===== src/common/int_pkg.sv =====
package int_pkg;

  ////////////////////////////////////////////////////////////////////////////
  // Entry sequencer state encoding
  ////////////////////////////////////////////////////////////////////////////

  typedef enum logic [2:0] {
    ST_IDLE      = 3'd0,
    ST_LATCH     = 3'd1,
    ST_WAIT_DEC  = 3'd2,
    ST_MEM_REQ   = 3'd3,
    ST_WAIT_DATA = 3'd4,
    ST_DONE      = 3'd5
  } int_state_t;

  ////////////////////////////////////////////////////////////////////////////
  // Sizes and vector table
  ////////////////////////////////////////////////////////////////////////////

  localparam int NUM_LINES_DEF = 8;  // Interrupt request lines.
  localparam int ADDR_W        = 32; // Memory and handler address width.
  localparam int CREDITS_DEF   = 2;  // Redirects in flight to fetch.

  // Entry for line i sits at base + 4*i.
  localparam logic [ADDR_W-1:0] VEC_TABLE_BASE = 32'h0000_0400;

endpackage


===== src/design/int_redirect_out.sv =====
`timescale 1ns/1ps

module int_redirect_out import int_pkg::*; #(
  parameter  int credits = CREDITS_DEF,
  localparam int cnt_w   = $clog2(credits + 1)
) (
  input  logic              clk,
  input  logic              reset,
  input  logic              in_wait_data,
  input  logic              mem_dp_valid,
  input  logic [ADDR_W-1:0] mem_rdata,
  input  logic              credit_return,
  output logic              redirect_valid,
  output logic [ADDR_W-1:0] redirect_addr,
  output logic              has_credit
);

  localparam logic [cnt_w-1:0] CNT_FULL = cnt_w'(credits);

  logic             send;
  logic [cnt_w-1:0] credit_cnt;

  assign send       = in_wait_data && mem_dp_valid; // Handler word arrives.
  assign has_credit = (credit_cnt != '0);

  ////////////////////////////////////////////////////////////////////////////
  // Redirect pulse and address
  ////////////////////////////////////////////////////////////////////////////

  always_ff @(posedge clk) begin
    if (reset) begin
      redirect_valid <= 1'b0;
    end else begin
      redirect_valid <= send;
    end
  end

  always_ff @(posedge clk) begin
    if (send) begin
      redirect_addr <= mem_rdata;
    end
  end

  ////////////////////////////////////////////////////////////////////////////
  // Credit counter
  ////////////////////////////////////////////////////////////////////////////

  always_ff @(posedge clk) begin
    if (reset) begin
      credit_cnt <= CNT_FULL;
    end else begin
      case ({send, credit_return})
        2'b10:   if (credit_cnt != '0) credit_cnt <= credit_cnt - 1'b1;
        2'b01:   if (credit_cnt != CNT_FULL) credit_cnt <= credit_cnt + 1'b1;
        default: credit_cnt <= credit_cnt; // Both or neither.
      endcase
    end
  end

endmodule


===== src/design/int_request_latch.sv =====
`timescale 1ns/1ps

module int_request_latch import int_pkg::*; #(
  parameter  int num_lines = NUM_LINES_DEF,
  localparam int idx_w     = (num_lines > 1) ? $clog2(num_lines) : 1
) (
  input  logic                 clk,
  input  logic                 reset,
  input  logic [num_lines-1:0] irq,
  input  logic                 int_ack,
  input  logic                 has_credit,
  output logic                 or_int_vec,
  output logic [idx_w-1:0]     sel_index
);

  logic [num_lines-1:0] pending;
  logic [num_lines-1:0] ack_mask;
  logic [idx_w-1:0]     pick;

  ////////////////////////////////////////////////////////////////////////////
  // Priority pick with the lowest index first
  ////////////////////////////////////////////////////////////////////////////

  always_comb begin
    pick = '0;
    for (int i = num_lines - 1; i >= 0; i--) begin
      if (pending[i]) begin
        pick = idx_w'(i);
      end
    end
  end

  assign ack_mask   = int_ack ? (num_lines'(1) << pick) : '0;
  assign or_int_vec = (|pending) && has_credit; // Start only with a credit.

  ////////////////////////////////////////////////////////////////////////////
  // Pending bits and frozen selection
  ////////////////////////////////////////////////////////////////////////////

  always_ff @(posedge clk) begin
    if (reset) begin
      pending <= '0;
    end else begin
      pending <= (pending & ~ack_mask) | irq; // Pulse in ack cycle kept.
    end
  end

  // Held for the whole entry and feeds the table address.
  always_ff @(posedge clk) begin
    if (reset) begin
      sel_index <= '0;
    end else if (int_ack) begin
      sel_index <= pick;
    end
  end

endmodule


===== src/design/int_unit_top.sv =====
`timescale 1ns/1ps

module int_unit_top import int_pkg::*; #(
  parameter  int num_lines = NUM_LINES_DEF,
  parameter  int credits   = CREDITS_DEF,
  localparam int idx_w     = (num_lines > 1) ? $clog2(num_lines) : 1
) (
  input  logic                 clk,
  input  logic                 reset,
  input  logic [num_lines-1:0] irq,
  input  logic                 dec_end,
  input  logic                 mem_ready,
  input  logic [ADDR_W-1:0]    mem_rdata,
  input  logic                 mem_dp_valid,
  input  logic                 credit_return,
  output logic                 mem_req,
  output logic [ADDR_W-1:0]    mem_addr,
  output logic                 redirect_valid,
  output logic [ADDR_W-1:0]    redirect_addr
);

  logic             or_int_vec;
  logic [idx_w-1:0] sel_index;
  logic             int_ack;
  logic             has_credit;
  logic             in_wait_data;

  // Vector table entry of the selected line.
  assign mem_addr = VEC_TABLE_BASE + (ADDR_W'(sel_index) << 2);

  int_request_latch #(
    .num_lines (num_lines)
  ) u_request_latch (
    .clk        (clk),
    .reset      (reset),
    .irq        (irq),
    .int_ack    (int_ack),
    .has_credit (has_credit),
    .or_int_vec (or_int_vec),
    .sel_index  (sel_index)
  );

  int_sequencer u_sequencer (
    .clk          (clk),
    .reset        (reset),
    .or_int_vec   (or_int_vec),
    .dec_end      (dec_end),
    .mem_ready    (mem_ready),
    .mem_dp_valid (mem_dp_valid),
    .int_ack      (int_ack),
    .mem_req      (mem_req),
    .in_wait_data (in_wait_data)
  );

  int_redirect_out #(
    .credits (credits)
  ) u_redirect_out (
    .clk            (clk),
    .reset          (reset),
    .in_wait_data   (in_wait_data),
    .mem_dp_valid   (mem_dp_valid),
    .mem_rdata      (mem_rdata),
    .credit_return  (credit_return),
    .redirect_valid (redirect_valid),
    .redirect_addr  (redirect_addr),
    .has_credit     (has_credit)
  );

endmodule


===== src/int_sequencer/int_next_state_cloud.sv =====
`timescale 1ns/1ps

module int_next_state_cloud import int_pkg::*; (
  input  int_state_t curr_state,
  input  logic       or_int_vec,
  input  logic       dec_end_int,
  input  logic       mem_ready,
  input  logic       mem_dp_valid,
  output int_state_t next_state
);

  always_comb begin
    case (curr_state)
      ST_IDLE: begin
        next_state = or_int_vec ? ST_LATCH : ST_IDLE;
      end
      ST_LATCH: begin
        next_state = ST_WAIT_DEC;
      end
      ST_WAIT_DEC: begin
        next_state = dec_end_int ? ST_MEM_REQ : ST_WAIT_DEC; // Instruction boundary.
      end
      ST_MEM_REQ: begin
        next_state = mem_ready ? ST_WAIT_DATA : ST_MEM_REQ;
      end
      ST_WAIT_DATA: begin
        next_state = mem_dp_valid ? ST_DONE : ST_WAIT_DATA;
      end
      ST_DONE: begin
        next_state = ST_IDLE;
      end
      default: begin
        next_state = ST_IDLE; // Codes 6 and 7.
      end
    endcase
  end

endmodule


===== src/int_sequencer/int_sequencer.sv =====
`timescale 1ns/1ps

module int_sequencer import int_pkg::*; (
  input  logic clk,
  input  logic reset,
  input  logic or_int_vec,
  input  logic dec_end,
  input  logic mem_ready,
  input  logic mem_dp_valid,
  output logic int_ack,
  output logic mem_req,
  output logic in_wait_data
);

  int_state_t curr_state;
  int_state_t next_state;

  ////////////////////////////////////////////////////////////////////////////
  // Next state
  ////////////////////////////////////////////////////////////////////////////

  int_next_state_cloud u_next_state (
    .curr_state   (curr_state),
    .or_int_vec   (or_int_vec),
    .dec_end_int  (dec_end),
    .mem_ready    (mem_ready),
    .mem_dp_valid (mem_dp_valid),
    .next_state   (next_state)
  );

  ////////////////////////////////////////////////////////////////////////////
  // State register
  ////////////////////////////////////////////////////////////////////////////

  always_ff @(posedge clk) begin
    if (reset) begin
      curr_state <= ST_IDLE;
    end else begin
      curr_state <= next_state;
    end
  end

  ////////////////////////////////////////////////////////////////////////////
  // Output decode
  ////////////////////////////////////////////////////////////////////////////

  // Moore outputs decoded from the state alone.
  always_comb begin
    int_ack      = 1'b0;
    mem_req      = 1'b0;
    in_wait_data = 1'b0;
    case (curr_state)
      ST_LATCH: begin
        int_ack = 1'b1; // Latch clears the picked bit.
      end
      ST_MEM_REQ: begin
        mem_req = 1'b1; // Held until mem_ready.
      end
      ST_WAIT_DATA: begin
        in_wait_data = 1'b1;
      end
      default: begin
        int_ack = 1'b0;
      end
    endcase
  end

endmodule


===== config.mk =====
export PLATFORM = sky130hd
export DESIGN_NAME = int_unit_top
export DESIGN_NICKNAME = d
export VERILOG_FILES = /design/src/common/int_pkg.sv /design/src/design/int_redirect_out.sv /design/src/design/int_request_latch.sv /design/src/design/int_unit_top.sv /design/src/int_sequencer/int_next_state_cloud.sv /design/src/int_sequencer/int_sequencer.sv
export SDC_FILE = /design/constraint.sdc
export NUM_CORES = 1
export LEC_CHECK = 0
export BUFFER_PORTS_ARGS = -buffer_cell sky130_fd_sc_hd__buf_2
export CAP_MARGIN = 20
export CORE_ASPECT_RATIO = 1.25
export CORE_UTILIZATION = 40
export CTS_CLUSTER_DIAMETER = 200
export DETAILED_ROUTE_END_ITERATION = 16
export GPL_TIMING_DRIVEN = 0
export PLACE_DENSITY = 0.8
export RECOVER_POWER = 25
export SYNTH_ARGS = -nofsm -noshare
export SYNTH_HDL_FRONTEND = slang
export SYNTH_HIERARCHICAL = 1
export SYNTH_SLANG_ARGS = --single-unit

===== constraint.sdc =====
create_clock -name clk -period 1.94 [get_ports clk]
set_input_delay 0.194 -clock clk [delete_from_list [all_inputs] [get_ports clk]]
set_output_delay 0.194 -clock clk [all_outputs]
set_load 0.02 [all_outputs]

# After elaboration in Yosys (flattened, before gate mapping)
# Index checks and enable logic that the tools add are counted.
[totals]
regBits = 49
input_bits = 46
output_inout_bits = 66
word_cells = 49
[op_classes]
addsub = 3
eq_ne = 9
shift = 1
n_mux = 20
n_bitwise = 3
n_reduce_logical = 7
[ops]
columns = ["op", "n"]
rows = [
  ["3-bit 2-to-1 mux", 9],
  ["3-bit case mux with 5 select lines", 1],
  ["11-bit by 5-bit adder with 12-bit output, first input constant", 1],
  ["8-bit AND", 1],
  ["8-bit 2-to-1 mux", 1],
  ["8-bit NOT", 1],
  ["8-bit bitwise OR", 1],
  ["8-bit OR reduction", 1],
  ["1-bit by 3-bit << shifter with 8-bit output, first input constant", 1],
  ["3-bit by 2-bit == test with 1-bit output, second input constant", 2],
  ["1-bit 2-to-1 mux", 6],
  ["2-bit 2-to-1 mux", 2],
  ["2-bit by 1-bit inequality test with 1-bit output, second input constant", 2],
  ["2-bit case mux with 2 select lines", 1],
  ["2-bit nonzero test", 2],
  ["3-bit by 1-bit == test with 1-bit output, second input constant", 1],
  ["3-bit == test, second input constant", 1],
  ["3-bit zero test", 1],
  ["3-bit AND reduction", 1],
  ["2-bit by 1-bit adder with 2-bit output, second input constant", 1],
  ["2-bit by 1-bit == test with 1-bit output, second input constant", 1],
  ["2-bit == test, second input constant", 1],
  ["1-bit logical AND", 2],
  ["2-bit inequality test, second input constant", 1],
  ["2-bit by 1-bit subtractor with 2-bit output, second input constant", 1],
]

# Longest topological paths before layout
[logic_depth]
ltp_word = 13
mapped_depth = 7
mapped_depth_nobuf = 7

# Cells and area by module
# The synthesis kept the hierarchy.
[modules_own_cells]
columns = ["module", "instances", "cells_each", "area_each_um2", "seq_area_each_um2"]
rows = [
  ["int_redirect_out", 1, 50, 1131.1, 1021.0],
  ["int_request_latch", 1, 60, 510.5, 220.2],
  ["int_unit_top", 1, 31, 225.2, 0.0],
  ["int_sequencer", 1, 9, 103.8, 60.1],
  ["int_next_state_cloud", 1, 9, 63.8, 0.0],
]

# Worst setup path before layout
# OpenSTA, ideal clock, no wires.
[synth_path]
path_kind = "reg-to-reg"
start = "reg u_sequencer.curr_state[2]"
end = "reg u_redirect_out.redirect_addr[0], enable pin"
arrival_ns = 1.614
slack_ns = -0.060
path_stages_with_launch = 4
n_path_buf = 0
cell_sequence = "dfxtp_1 > nor3b_1 > nand2_1 > inv_1"
[synth_via]
elab_chain_cells = 3
[synth_rtl]
columns = ["item", "line", "text"]
rows = [
  ["start, declared", "int_sequencer.sv:15", "int_state_t curr_state;"],
  ["start signal, assigned", "int_sequencer.sv:39", "curr_state <= next_state;"],
  ["3-bit == test", "int_sequencer.sv:52", "case (curr_state)"],
  ["1-bit 2-to-1 mux", "int_sequencer.sv:52", ""],
  ["named net in_wait_data", "int_unit_top.sv:26", "logic in_wait_data;"],
  ["1-bit logical AND", "int_redirect_out.sv:23", "assign send = in_wait_data && mem_dp_valid;"],
  ["named net u_redirect_out.send", "int_redirect_out.sv:20", "logic send;"],
  ["end signal, assigned", "int_redirect_out.sv:40", "redirect_addr <= mem_rdata;"],
  ["end, declared", "int_redirect_out.sv:14", "output logic [ADDR_W-1:0] redirect_addr,"],
]
# The timed path passes the listed nets, and every way through them passes these cells.
# A chain may end at the register's enable or synchronous reset.

# Worst setup path after layout
# Same ends and word-level chain as after synthesis.

==> results.rst <==
.. list-table::
   :header-rows: 1

   * - Metric
     - Value
   * - Initial core utilization
     - 42.39%
   * - H-tree depth
     - 2
   * - Final period demand of the worst path
     - 1705 ps
   * - Gp weighted congestion
     - 0.7737
   * - Tot GR Track Use
     - 15.36%
   * - Buffers on Ports
     - 82
   * - Instance count of the mapped netlist
     - 159
   * - Final net count
     - 322
   * - Via count of the first global-routing pass
     - 1322
   * - Global-route congestion overflow total
     - 0
   * - Critical path buffers and inverters
     - 1
   * - DRT iter0 DRCs
     - 109
   * - Total routed wirelength
     - 4022 um
   * - Final hold violation count
     - 0
   * - YS warnings
     - 6
   * - Top_reg_cell synth
     - sky130_fd_sc_hd__edfxtp_1
   * - Reg area
     - 1301 um2
   * - Pre-antenna DRT Iters
     - 4
   * - Cell family contributing the most delay on the critical path
     - simple AND/OR/NAND/NOR gates
   * - Achievable Freq
     - 586.5 MHz
   * - Worst hold slack across all endpoints
     - 65.08 ps
   * - Share of post-route cells with drive strength above 1
     - 48.38%
   * - Die Y
     - 81.74 um
   * - Worst-case vdd ir drop
     - 285.3 uV
   * - Dpl cells
     - 328
   * - Core Box Area
     - 4800 um2
   * - Slowest CP cell
     - sky130_fd_sc_hd__dfxtp_1
   * - Synthesis-to-finish area growth
     - 34.13%
   * - RSZ-0062 raised after global routing
     - false
   * - Number of standard cells in the layout, taps in and fillers out
     - 337
   * - Std-Cell Rows
     - 28
   * - Filler cell count in the final layout
     - 423
   * - Count of inserted antenna diode cells
     - 0
   * - Fin Clk Skew
     - 3.584 ps
   * - Maximum count of clock buffers along a single path
     - 2
   * - Startpoint kind of the worst setup timing path
     - flip-flop
   * - Antenna Nets Post-Route
     - 0
   * - Sequential cell area fraction in the yosys report
     - 63.96%
   * - Flip-flop and latch count after synthesis
     - 49
   * - Number of flops mapped to enable cells by yosys
     - 32
   * - Outcome
     - finished, final reports clean
   * - Multi-input gate area
     - 596.8 um2
   * - Number of different library cells in the post-synthesis netlist
     - 37
   * - Half-perimeter wire length after placement
     - 3122 um
   * - Post-layout worst setup margin
     - 235.0 ps
   * - Critical path required time
     - 1920 ps
   * - Pwr/cell area
     - 762.7 nW/um2
   * - CTS Sinks
     - 49
   * - Average detailed-routed wire length per instance
     - 11.93 um
   * - Slowest stage delay, CP
     - 450 ps
   * - Per-instance average area after synthesis
     - 12.80 um2
   * - Pins over their slew limit
     - 0
   * - Crit Path Max Fanout
     - 16
   * - Antenna violations before repair
     - 0
   * - Clock slew at the register clock pins of the worst setup and hold paths
     - 90 ps
   * - Mapped cell area
     - 2034 um2
   * - I/O pin count
     - 112
   * - Post-Place Worst Slack
     - -73.64 ps
   * - Most common cell after layout, fill and taps aside
     - sky130_fd_sc_hd__buf_2
   * - Skew-Pair Late Insertion Delay
     - 300 ps
   * - Area of the die
     - 5377 um2
   * - Commonest cells after routing, fill and taps aside
     - 81 x sky130_fd_sc_hd__buf_2, 32 x sky130_fd_sc_hd__edfxtp_1, 29 x sky130_fd_sc_hd__buf_4, 29 x sky130_fd_sc_hd__conb_1, 17 x sky130_fd_sc_hd__dfxtp_1
   * - Count of vias placed by the detailed router
     - 1487
   * - Arrival time of the worst setup path
     - 1680 ps
   * - Final routed DRC violation total
     - 0
   * - Critical Path End Type
     - flip-flop
   * - Chip width
     - 65.79 um
   * - Largest net degree at the start of global routing
     - 17
   * - Total CTS buffers
     - 5
   * - Final period utilization
     - 87.89%
   * - MaxCap Viol Count
     - 0
   * - Cell breakdown of the critical path
     - nor3b_2 -> nand2_1 -> clkinvlp_4
   * - TritonCTS clock tree
     - done
   * - Min-Delay Path Class
     - primary input to flip-flop
   * - Wire length of the first global-routing pass
     - 6106 um
   * - Leakage power total
     - 1.231 nW
   * - Synth async-reset ratio
     - 0%
   * - Count of final setup violators
     - 0
   * - Detail-routed via count per cell
     - 4.412
   * - Cell at the root of the clock tree
     - sky130_fd_sc_hd__clkbuf_8
   * - CP Class
     - flip-flop to flip-flop
power breakdown:
part           internal (W)  switching (W)  leakage [nW]
registers           0.00114      0.0000423         0.428
clock network      0.000254       0.000331        0.0374
logic              0.000145       0.000165         0.765
worst paths after layout:
check / from / endpoint / slack (ps) / depth (start not counted)
setup / recovery: u_sequencer/curr_state[2] / u_redirect_out/redirect_addr[0] / 230 / 3
setup reg to reg: u_sequencer/curr_state[2] / u_redirect_out/redirect_addr[0] / 230 / 3
hold / removal: mem_rdata[29] / u_redirect_out/redirect_addr[29] / 70 / 1
hold reg to reg: u_request_latch/sel_index[0] / u_request_latch/sel_index[0] / 470 / 2
cell type report:
| class | instances | share of cell area, % |
|---|---|---|
| buffer | 30 | 8.116 |
| clock buffer | 6 | 2.659 |
| clock inverter | 2 | 0.5502 |
| inverter | 7 | 1.100 |
| multi-input combinational | 100 | 21.87 |
| sequential | 49 | 47.68 |
| tap | 60 | 2.751 |
| timing repair buffer | 82 | 14.99 |
| timing repair inverter | 1 | 0.2751 |
sequential cells by signal, summed over array words and instances (netlist names):
| name | count |
|---|---|
| u_redirect_out/credit_cnt | 2 |
| u_redirect_out/redirect_addr | 32 |
| u_redirect_out/redirect_valid | 1 |
| u_request_latch/pending | 8 |
| u_request_latch/sel_index | 3 |
| u_sequencer/curr_state | 3 |
cells in the mapped netlist (3+ instances only):
cell type / number / area share (%)
sky130_fd_sc_hd__a21oi_1: 10 / 2.5
sky130_fd_sc_hd__nor2b_1: 4 / 1.2
sky130_fd_sc_hd__edfxtp_1: 32 / 47
sky130_fd_sc_hd__nor2_1: 11 / 2.0
sky130_fd_sc_hd__nand2_1: 8 / 1.5
sky130_fd_sc_hd__dfxtp_1: 17 / 17
sky130_fd_sc_hd__inv_1: 6 / 1.1
sky130_fd_sc_hd__buf_4: 29 / 11
sky130_fd_sc_hd__o21ai_1: 3 / 0.74
sky130_fd_sc_hd__nor3_1: 4 / 0.98
per-stage QoR:
| stage | TNS, ps | power (W) | instance area, um2 | util (%) |
|---|---|---|---|---|
| 4_1_cts | 0 | 0.002107 | 2720 | 56.67 |
| 2_1_floorplan | 0 | 0.001426 | 2140 | - |
| 6_report | 0 | 0.002081 | 2729 | 56.86 |
| 5_1_grt | 0 | 0.002179 | 2729 | 56.86 |
| 3_5_place_dp | -2315 | 0.001516 | 2625 | 54.69 |
| 3_3_place_gp | -797.1 | 0.001507 | 2625 | 54.69 |
routing by layer:
metal	global-route usage [%]	part of all wire, %
met1	16.83	37
met2	27.35	49
met3	5.694	14
met4	4.565	1.0
met5	0	0
kinds of logic after synthesis:
group,share of synthesized area [%]
flops,63.96
simple gates,13.28
buf+inv,12.18
compound gates,8.242
mux,1.538
other cells,0.3691
xor+xnor,0.4306
what timing repair did:
action                                  4_1_cts  5_1_grt
cloned                                        1        0
buffers inserted                              0        0
resized for setup                             1        2
hold buffers                                  0        0
endpoints found under the setup margin       32       36
Power figures use the tool's default switching activity.
